[src/source/retire_params.svh]
`ifndef RETIRE_PARAMS_SVH
`define RETIRE_PARAMS_SVH

// architectural register file size
`define NUM_ARCH_REGS 32

// physical register file size, the free list holds at most this many
`define NUM_PHYS_REGS 64

// instructions retired per cycle
`define RETIRE_WIDTH 2

`endif

[src/source/reg_pkg.sv]
`include "retire_params.svh"

package reg_pkg;

    // architectural register number
    typedef logic [$clog2(`NUM_ARCH_REGS)-1:0] arch_reg_t;

    // physical register number
    typedef logic [$clog2(`NUM_PHYS_REGS)-1:0] phys_reg_t;

    // free list occupancy, needs to reach NUM_PHYS_REGS itself
    typedef logic [$clog2(`NUM_PHYS_REGS + 1)-1:0] free_count_t;

endpackage

[src/source/rob_pkg.sv]
package rob_pkg;

    import reg_pkg::*;

    // one retiring instruction as seen by the rrat
    typedef struct packed {
        logic      writes_reg;
        arch_reg_t dst_arch;
        phys_reg_t dst_phys;
    } retire_entry_t;

    // control fsm states
    typedef enum logic [1:0] {
        ST_RESET,
        ST_SEED,
        ST_RUN
    } retire_state_t;

endpackage

[src/source/free_list.sv]
`timescale 1ns/1ps
`include "retire_params.svh"

module free_list
    import reg_pkg::*;
(
    input  logic                             clk,
    input  logic                             rst,
    input  logic                             run_en,
    input  logic                             seed_valid,
    input  phys_reg_t                        seed_phys,
    input  logic      [`RETIRE_WIDTH-1:0]    release_valid,
    input  phys_reg_t [`RETIRE_WIDTH-1:0]    release_phys,
    input  logic                             alloc_req,
    output logic                             alloc_valid,
    output phys_reg_t                        alloc_phys,
    output free_count_t                      free_count
);

    phys_reg_t   mem [`NUM_PHYS_REGS];
    phys_reg_t   head;
    phys_reg_t   tail;
    free_count_t count;
    logic        push0;
    logic        push1;
    logic        pop;
    phys_reg_t   push0_phys;

    // port 0 belongs to the seed counter until the unit is running
    assign push0      = run_en ? release_valid[0] : seed_valid;
    assign push0_phys = run_en ? release_phys[0] : seed_phys;
    assign push1      = run_en && release_valid[1];

    // not empty; the top gates this with ready
    assign alloc_valid = (count != '0);
    assign pop         = run_en && alloc_req && alloc_valid;

    assign alloc_phys = mem[head];
    assign free_count = count;

    always_ff @(posedge clk) begin
        if (rst) begin
            head  <= '0;
            tail  <= '0;
            count <= '0;
        end else begin
            // pointers wrap naturally, depth is a power of two
            tail  <= tail + phys_reg_t'(push0) + phys_reg_t'(push1);
            head  <= head + phys_reg_t'(pop);
            count <= count + free_count_t'(push0) + free_count_t'(push1)
                     - free_count_t'(pop);
        end
    end

    // slot 0 lands first, slot 1 right behind it
    always_ff @(posedge clk) begin
        if (push0) begin
            mem[tail] <= push0_phys;
        end
        if (push1) begin
            mem[tail + phys_reg_t'(push0)] <= release_phys[1];
        end
    end

    a_count_max: assert property (@(posedge clk) disable iff (rst)
        count <= free_count_t'(`NUM_PHYS_REGS));

    // an empty list with nothing pushed must stay empty
    a_no_pop_empty: assert property (@(posedge clk) disable iff (rst)
        (count == '0 && !push0 && !push1) |=> (count == '0));

endmodule

[src/source/init_counter.sv]
`timescale 1ns/1ps
`include "retire_params.svh"

module init_counter
    import reg_pkg::*;
(
    input  logic      clk,
    input  logic      rst,
    input  logic      seed_start,
    output logic      seed_valid,
    output phys_reg_t seed_phys,
    output logic      seed_done
);

    // registers above the identity mapping are free at reset
    localparam phys_reg_t FIRST_SEED = phys_reg_t'(`NUM_ARCH_REGS);
    localparam phys_reg_t LAST_SEED  = phys_reg_t'(`NUM_PHYS_REGS - 1);

    logic      active;
    phys_reg_t count;

    always_ff @(posedge clk) begin
        if (rst) begin
            active <= 1'b0;
            count  <= FIRST_SEED;
        end else if (seed_start) begin
            active <= 1'b1;
            count  <= FIRST_SEED;
        end else if (active) begin
            if (seed_done) begin
                active <= 1'b0;
            end else begin
                count <= count + 1'b1;
            end
        end
    end

    assign seed_valid = active;
    assign seed_phys  = count;
    assign seed_done  = active && (count == LAST_SEED);

    a_seed_range: assert property (@(posedge clk) disable iff (rst)
        seed_valid |-> (seed_phys >= FIRST_SEED));

endmodule

[src/source/retire_ctrl.sv]
`timescale 1ns/1ps

module retire_ctrl
    import rob_pkg::*;
(
    input  logic          clk,
    input  logic          rst,
    input  logic          seed_done,
    output logic          seed_start,
    output logic          run_en,
    output retire_state_t state
);

    retire_state_t state_next;

    always_comb begin
        state_next = state;
        case (state)
            ST_RESET: begin
                // leave reset on the first cycle rst is low
                state_next = ST_SEED;
            end
            ST_SEED: begin
                if (seed_done) begin
                    state_next = ST_RUN;
                end
            end
            ST_RUN: begin
                state_next = ST_RUN;
            end
            default: begin
                state_next = ST_RESET;
            end
        endcase
    end

    always_ff @(posedge clk) begin
        if (rst) begin
            state      <= ST_RESET;
            seed_start <= 1'b0;
        end else begin
            state      <= state_next;
            // one cycle pulse, high in the first ST_SEED cycle
            seed_start <= (state == ST_RESET);
        end
    end

    assign run_en = (state == ST_RUN);

    // once running, only a reset brings the unit back
    a_run_sticky: assert property (@(posedge clk) disable iff (rst)
        (state == ST_RUN) |=> (state == ST_RUN));

endmodule

[src/source/retire_rat.sv]
`timescale 1ns/1ps
`include "retire_params.svh"

module retire_rat
    import reg_pkg::*, rob_pkg::*;
(
    input  logic                                 clk,
    input  logic                                 rst,
    input  logic          [`RETIRE_WIDTH-1:0]    retire_valid,
    input  retire_entry_t [`RETIRE_WIDTH-1:0]    retire_entry,
    input  logic                                 alloc_req,
    input  arch_reg_t                            query_arch,
    output logic                                 ready,
    output logic                                 alloc_valid,
    output phys_reg_t                            alloc_phys,
    output free_count_t                          free_count,
    output phys_reg_t                            query_phys
);

    retire_state_t                       state;
    logic                                seed_start;
    logic                                seed_valid;
    logic                                seed_done;
    logic                                run_en;
    logic                                list_valid;
    phys_reg_t                           seed_phys;
    logic      [`RETIRE_WIDTH-1:0]       release_valid;
    phys_reg_t [`RETIRE_WIDTH-1:0]       release_phys;

    assign ready       = (state == ST_RUN);
    assign alloc_valid = ready && list_valid;

    retire_ctrl u_ctrl (
        .clk        (clk),
        .rst        (rst),
        .seed_done  (seed_done),
        .seed_start (seed_start),
        .run_en     (run_en),
        .state      (state)
    );

    init_counter u_init (
        .clk        (clk),
        .rst        (rst),
        .seed_start (seed_start),
        .seed_valid (seed_valid),
        .seed_phys  (seed_phys),
        .seed_done  (seed_done)
    );

    rrat u_rrat (
        .clk           (clk),
        .rst           (rst),
        .run_en        (run_en),
        .retire_valid  (retire_valid),
        .retire_entry  (retire_entry),
        .query_arch    (query_arch),
        .query_phys    (query_phys),
        .release_valid (release_valid),
        .release_phys  (release_phys)
    );

    free_list u_free_list (
        .clk           (clk),
        .rst           (rst),
        .run_en        (run_en),
        .seed_valid    (seed_valid),
        .seed_phys     (seed_phys),
        .release_valid (release_valid),
        .release_phys  (release_phys),
        .alloc_req     (alloc_req),
        .alloc_valid   (list_valid),
        .alloc_phys    (alloc_phys),
        .free_count    (free_count)
    );

endmodule

[src/source/rrat.sv]
`timescale 1ns/1ps
`include "retire_params.svh"

module rrat
    import reg_pkg::*, rob_pkg::*;
(
    input  logic                                 clk,
    input  logic                                 rst,
    input  logic                                 run_en,
    input  logic          [`RETIRE_WIDTH-1:0]    retire_valid,
    input  retire_entry_t [`RETIRE_WIDTH-1:0]    retire_entry,
    input  arch_reg_t                            query_arch,
    output phys_reg_t                            query_phys,
    output logic          [`RETIRE_WIDTH-1:0]    release_valid,
    output phys_reg_t     [`RETIRE_WIDTH-1:0]    release_phys
);

    // committed arch -> phys mapping
    phys_reg_t                map_q [`NUM_ARCH_REGS];
    logic [`RETIRE_WIDTH-1:0] wr_en;
    logic                     same_dst;

    always_comb begin
        for (int i = 0; i < `RETIRE_WIDTH; i++) begin
            wr_en[i] = run_en && retire_valid[i] && retire_entry[i].writes_reg;
        end
    end

    // slot 1 sees slot 0's install when both hit the same register
    assign same_dst = wr_en[0] && (retire_entry[0].dst_arch == retire_entry[1].dst_arch);

    // the mapping being replaced goes back to the free list this edge
    always_comb begin
        release_valid   = wr_en;
        release_phys[0] = map_q[retire_entry[0].dst_arch];
        if (same_dst) begin
            release_phys[1] = retire_entry[0].dst_phys;
        end else begin
            release_phys[1] = map_q[retire_entry[1].dst_arch];
        end
    end

    always_ff @(posedge clk) begin
        if (rst) begin
            // identity mapping
            for (int a = 0; a < `NUM_ARCH_REGS; a++) begin
                map_q[a] <= phys_reg_t'(a);
            end
        end else begin
            // later slot overwrites, so slot 1 wins on a collision
            for (int i = 0; i < `RETIRE_WIDTH; i++) begin
                if (wr_en[i]) begin
                    map_q[retire_entry[i].dst_arch] <= retire_entry[i].dst_phys;
                end
            end
        end
    end

    assign query_phys = map_q[query_arch];

    // a register handed back while also being installed would be lost
    for (genvar s = 0; s < `RETIRE_WIDTH; s++) begin : g_release_chk
        a_release_ne_install: assert property (@(posedge clk) disable iff (rst)
            release_valid[s] |-> (release_phys[s] != retire_entry[s].dst_phys));
    end

endmodule
[config.mk]
export PLATFORM = sky130hd
export DESIGN_NAME = retire_rat
export DESIGN_NICKNAME = d
export VERILOG_FILES = /design/src/source/reg_pkg.sv /design/src/source/rob_pkg.sv /design/src/source/free_list.sv /design/src/source/init_counter.sv /design/src/source/retire_ctrl.sv /design/src/source/retire_rat.sv /design/src/source/rrat.sv
export VERILOG_INCLUDE_DIRS = /design/src /design/src/source
export SDC_FILE = /design/constraint.sdc
export NUM_CORES = 1
export LEC_CHECK = 0
export BUFFER_PORTS_ARGS = -buffer_cell sky130_fd_sc_hd__buf_4
export CAP_MARGIN = 20
export CORE_MARGIN = 2
export CORE_UTILIZATION = 56
export DETAILED_ROUTE_END_ITERATION = 8
export PLACE_DENSITY_LB_ADDON = 0.1
export RECOVER_POWER = 25
export SLEW_MARGIN = 30
export SYNTH_ARGS = -nofsm -noshare
export SYNTH_HDL_FRONTEND = slang
export SYNTH_SLANG_ARGS = --single-unit
[constraint.sdc]
create_clock -name clk -period 8.2 [get_ports clk]
set_input_delay 0.82 -clock clk [delete_from_list [all_inputs] [get_ports clk]]
set_output_delay 0.82 -clock clk [all_outputs]
set_load 0.05 [all_outputs]
## Yosys cells after proc, flatten, opt, wreduce, memory -nomap -nowiden

Memory sizes are Yosys's and may differ from the RTL's. A register that Yosys moved wholly into a read port is not among the register bits.
Cells that the tools add are included.

| cells by class | value |
|---|---|
| $add $sub $neg | 7 |
| $mul | 0 |
| div/mod/pow operators | 0 |
| $lt $le $gt $ge | 0 |
| equal/unequal tests | 5 |
| shift operators | 0 |
| muxes and demuxes | 27 |
| bitwise operators | 1 |
| reduce and logical (&&, ||, !) cells | 16 |

Operators by type and width:

| operator | number |
|---|---|
| 2-to-1 mux 6 bit | 5 |
| adder 6 x 1 -> 6 bit | 3 |
| 2-to-1 mux 1 bit | 18 |
| adder 7 x 1 -> 7 bit | 2 |
| OR reduction 6 bit | 2 |
| logical AND 1 bit | 10 |
| 2-to-1 mux 5 bit | 2 |
| nonzero test 7 bit | 1 |
| subtractor 7 x 1 -> 7 bit | 1 |
| adder 6 x 1 -> 6 bit, second input constant | 1 |
| == test 6 bit, second input constant | 1 |
| case mux 2 bit (3 select lines) | 1 |
| == test 5 bit | 1 |
| == test 2 x 1 -> 1 bit, second input constant | 1 |
| == test 2 bit, second input constant | 1 |
| zero test 2 bit | 1 |
| 2-to-1 mux 2 bit | 1 |
| != test 2 bit, second input constant | 1 |
| AND reduction 2 bit | 1 |
| OR reduction 2 bit | 1 |
| NOT 1 bit | 1 |

| word-level totals | value |
|---|---|
| bits in registers | 29 |
| latch bits | 0 |
| memory bits (writable) | 576 |
| ROM bits | 0 |
| output and inout bits | 21 |
| word-level logic and storage cells | 65 |
| memories kept | 2 |

Memory list:

| memory | depth | width | rd ports | clocked after memory_dff | write ports | RTL line | source |
|---|---|---|---|---|---|---|---|
| u_free_list.mem | 64 | 6 | 1 | 1 | 2 | free_list.sv:20 | `` phys_reg_t mem [`NUM_PHYS_REGS]; `` |
| u_rrat.map_q | 32 | 6 | 3 | 0 | 32 | rrat.sv:19 | `` phys_reg_t map_q [`NUM_ARCH_REGS]; `` |

## Logic depth before layout (Yosys ltp)

| logic depth | value |
|---|---|
| depth after elaboration | 8 |
| depth in mapped cells | 16 |

## By module

Synthesis repeated with hierarchy kept, for this count alone.

| second synthesis, totals | value |
|---|---|
| cells, all modules | 2714 |
| area, all modules | 35828.1 µm² |

Modules (own cells, without submodules):

| module | times used | cells an instance | area an instance (µm²) | sequential area each (µm²) |
|---|---|---|---|---|
| free_list | 1 | 1504 | 21576.9 | 11911.4 |
| rrat | 1 | 1157 | 13740.7 | 5765.5 |
| init_counter | 1 | 36 | 331.6 | 140.1 |
| retire_ctrl | 1 | 15 | 163.9 | 60.1 |
| retire_rat | 1 | 2 | 15.0 | 0.0 |

## Least setup slack after synthesis

No wires, ideal clock.

| timing | value |
|---|---|
| path type | register to register |
| from | register u_ctrl.state[0] |
| to | register u_free_list.count[6] (netlist: u_free_list.free_count[6]) |
| library setup time | 0.132 ns |
| arrival time | 4.561 ns |
| required time | 8.068 ns |
| path slack | 3.507 ns |
| cell stages (with the launch flop) | 17 |
| buffers on the path | 2 |
| cell sequence | dfxtp_1 -> inv_1 -> ha_1 -> buf_2 -> buf_1 -> inv_1 -> a41oi_1 -> and2_1 -> ha_1 -> fa_1 -> fa_1 -> nand2b_1 -> a21oi_1 -> o21ai_0 -> a21oi_1 -> or3_1 -> a21oi_1 |

| on the way | value |
|---|---|
| cells in the longest elaborated chain, start to end | 7 |

RTL lines:

| element | RTL line | source |
|---|---|---|
| from (decl) | retire_ctrl.sv:11 | `output retire_state_t state` |
| from (signal assigned) | retire_ctrl.sv:42 | `state <= state_next;` |
| == test 2 bit * | n/a |  |
| named net ready | retire_rat.sv:13 | `output logic ready,` |
| logical AND 1 bit (2 in series) | rrat.sv:25 | `wr_en[i] = run_en && retire_valid[i] && retire_entry[i].writes_reg;` |
| 2-to-1 mux 1 bit | free_list.sv:30 | `assign push0 = run_en ? release_valid[0] : seed_valid;` |
| adder 7 x 1 -> 7 bit (2 in series) | free_list.sv:50 | `count <= count + free_count_t'(push0) + free_count_t'(push1)` |
| subtractor 7 x 1 -> 7 bit * | free_list.sv:51 | `- free_count_t'(pop);` |
| to (signal assigned) | free_list.sv:50 |  |
| to (decl) | free_list.sv:23 | `free_count_t count;` |

Mark *: on every way through the listed nets, which the timed path passes. The rest lies on a longest branch.
A chain may end at the register's enable or synchronous reset.

==> impl_metrics.json <==
{
  "outcome": "finished with violations",
  "violations": "max-capacitance violations, max-slew violations",
  "h-tree-depth": 3,
  "synthTopCellsByArea": "edfxtp_1 (50%), mux4_2 (15%), mux2i_1 (14%), a22o_1 (2.4%), o21ai_0 (1.8%)",
  "fin_worst_skew_ps": 20.1,
  "crit_fanout": 21,
  "grt_util_met2": 0.547,
  "fp.dieW_um": 253,
  "use_met3": 0.0618,
  "wirelength_um": 112000,
  "syn_inst": 2536,
  "period_share": 0.759,
  "report.final.setup_viol": 0,
  "synth_area_leader_cell": "edfxtp_1",
  "synthArstFlopShare": 0,
  "drc": 0,
  "startpoint_type": "flop",
  "max-vdd-ir-drop_mv": 0.185,
  "dr.pass1.iters": 6,
  "relSlewSlack": -1.54,
  "routabilityCongestion": 1.03,
  "grt_use_met1": 0.466,
  "hold_viol": 0,
  "place_area_sq_um": 35400,
  "syn_nets": 2590,
  "synth_area_sq_um": 34700,
  "clockBufferDepth": 3,
  "holdWs_ps": 466,
  "instances_no_fill": 3295,
  "clkTransAtPathRegs_ps": 60,
  "start_util": 0.564,
  "postRouteAntennaNets": 0,
  "via_count": 24260,
  "dp_cells": 3175,
  "min_period_ps": 6230,
  "syn_avg_cell_area_sq_um": 13.7,
  "final_layout_size_suffix_gt1_frac": 0.179,
  "wl_per_cell_um": 34.1,
  "critPathKind": "reg -> reg",
  "cts_resized": 0,
  "setup_tns_ps": 0,
  "clk_latency_ps": 620,
  "worst_pin_slew_ps": 3810,
  "grt_util_all_layers": 0.355,
  "place_ws_ps": 3100,
  "hp-class": "reg -> reg",
  "hold_buffers": 0,
  "postCtsSetupBuffers": 0,
  "dpl.hpwl_um": 71800,
  "design_area_sq_um": 37600,
  "viasPerCell": 7.36,
  "fin_ws_ps": 1970,
  "nets": 2508,
  "cts_tree": "built",
  "drv_cap": 1,
  "layout_commonest_cell": "edfxtp_1",
  "numCtsBuffers": 67,
  "ys.flop_type": "edfxtp_1",
  "rsz0062_at_grt": "no",
  "ios": 55,
  "ys_seq_area_frac": 0.516,
  "grt_pass1_wl_um": 163000,
  "dieArea_sq_um": 63900,
  "cts-root-buf": "clkbuf_16",
  "final_cell_mix": "edfxtp_1 (576), mux2i_1 (480), mux4_2 (224)",
  "worstPathRequired_ps": 8440,
  "power_density_nw_per_um2": 239,
  "leakage_nw": 14.1,
  "grt_pass1_vias": 23638,
  "die_h_um": 253,
  "placementRows": 91,
  "drtIter0Drc": 3122,
  "area_growth_pct": 8.38,
  "core_region_area_sq_um": 61500,
  "final-max-slew-violation-count": 62,
  "grt.overflow.total": 0,
  "synth-seq-cells": 605,
  "grt_max_degree": 65,
  "synth_top_area_frac": 0.499,
  "cts_sinks": 605,
  "portBuffers": 54,
  "yosys_warnings": 0,
  "end_kind": "flop",
  "antenna_found_initial": 1,
  "synth_enable_flop_cells": 576,
  "synth_cell_types": 61,
  "arrival_ps": 6470,
  "diodes": 0,
  "fmaxAchievable_mhz": 161,
  "busiest_layer": "met2"
}
[layer usage]
layer	wire length, um	up-vias
met4	8360	2
met1	40900	12255
li1	-	9906
met2	51800	1732
met5	10	-
met3	11500	365
[sequential cells by signal (all words and copies together), names as in the netlist]
register                cells
u_free_list.mem           384
u_free_list.head            6
u_init.seed_valid           1
u_init.seed_phys            6
u_free_list.tail            6
u_ctrl.seed_start           1
u_ctrl.state                2
u_rrat.map_q              192
u_free_list.free_count      7
[report_power, final]
part	switching, mW	leakage (nW)	total, mW	internal (mW)
clock	1.28	1.07	3.11	1.83
combinational	1.39	7.59	2.11	0.717
sequential	0.0674	5.44	3.76	3.69
[metrics by stage]
step	power, mW	util
2_1_floorplan	5.23	-
3_3_place_gp	5.84	0.575
3_5_place_dp	5.90	0.575
4_1_cts	8.96	0.611
5_1_grt	9.23	0.611
6_report	8.97	0.611
[worst max-delay path: stages, from the launching register on]
cell      delay, ps
dfxtp_1         320
inv_1           100
ha_1            160
clkbuf_1       1070
nand3_1         570
o21ai_0         440
ha_1            370
ha_1            310
xor2_1          550
nand2_1         200
nor3_2          640
buf_4           290
nand3_1         330
o21ai_0         510
[cell usage after synthesis, types with 23 or more instances]
| master | count |
|---|---|
| mux2i_1 | 480 |
| nand2_1 | 126 |
| nor3_1 | 41 |
| o21ai_0 | 123 |
| buf_2 | 110 |
| nor2_1 | 163 |
| inv_1 | 23 |
| a21oi_1 | 73 |
| mux4_2 | 224 |
| o22a_1 | 23 |
| a22o_1 | 93 |
| nand3_1 | 47 |
| dfxtp_1 | 29 |
| clkbuf_1 | 114 |
| edfxtp_1 | 576 |
| a22oi_1 | 24 |
[cells by family after synthesis]
family,Yosys count,synth area share
compound gates,433,0.0864
xor+xnor,24,0.00607
fa+ha+maj,20,0.00765
buf+inv,266,0.0333
flops,605,0.516
mux,711,0.287
simple gates,477,0.0642
[path summary, 6_finish.rpt]
check | startpoint | endpoint | slack, ps | cells after the start
worst min register to register | u_ctrl.seed_start$_SDFF_PP0_ | u_init.seed_valid$_SDFF_PP0_ | 470 | 2
worst min-delay path | u_ctrl.seed_start$_SDFF_PP0_ | u_init.seed_valid$_SDFF_PP0_ | 470 | 2
worst max register to register | u_ctrl.state[0]$_SDFFE_PP0P_ | u_free_list.mem[30][0]$_DFFE_PP_ | 1970 | 13
worst max-delay path | u_ctrl.state[0]$_SDFFE_PP0P_ | u_free_list.mem[30][0]$_DFFE_PP_ | 1970 | 13
[cell type report]
class,instances,area (sq um)
Multi-Input combinational cell,1665,15700
Fill cell,4737,23900
Inverter,24,90.1
Sequential cell,605,17900
Timing Repair Buffer,91,646
Clock inverter,39,398
Tap cell,790,988
Clock buffer,81,1810
Note: power is estimated with default switching activity, not from simulation.
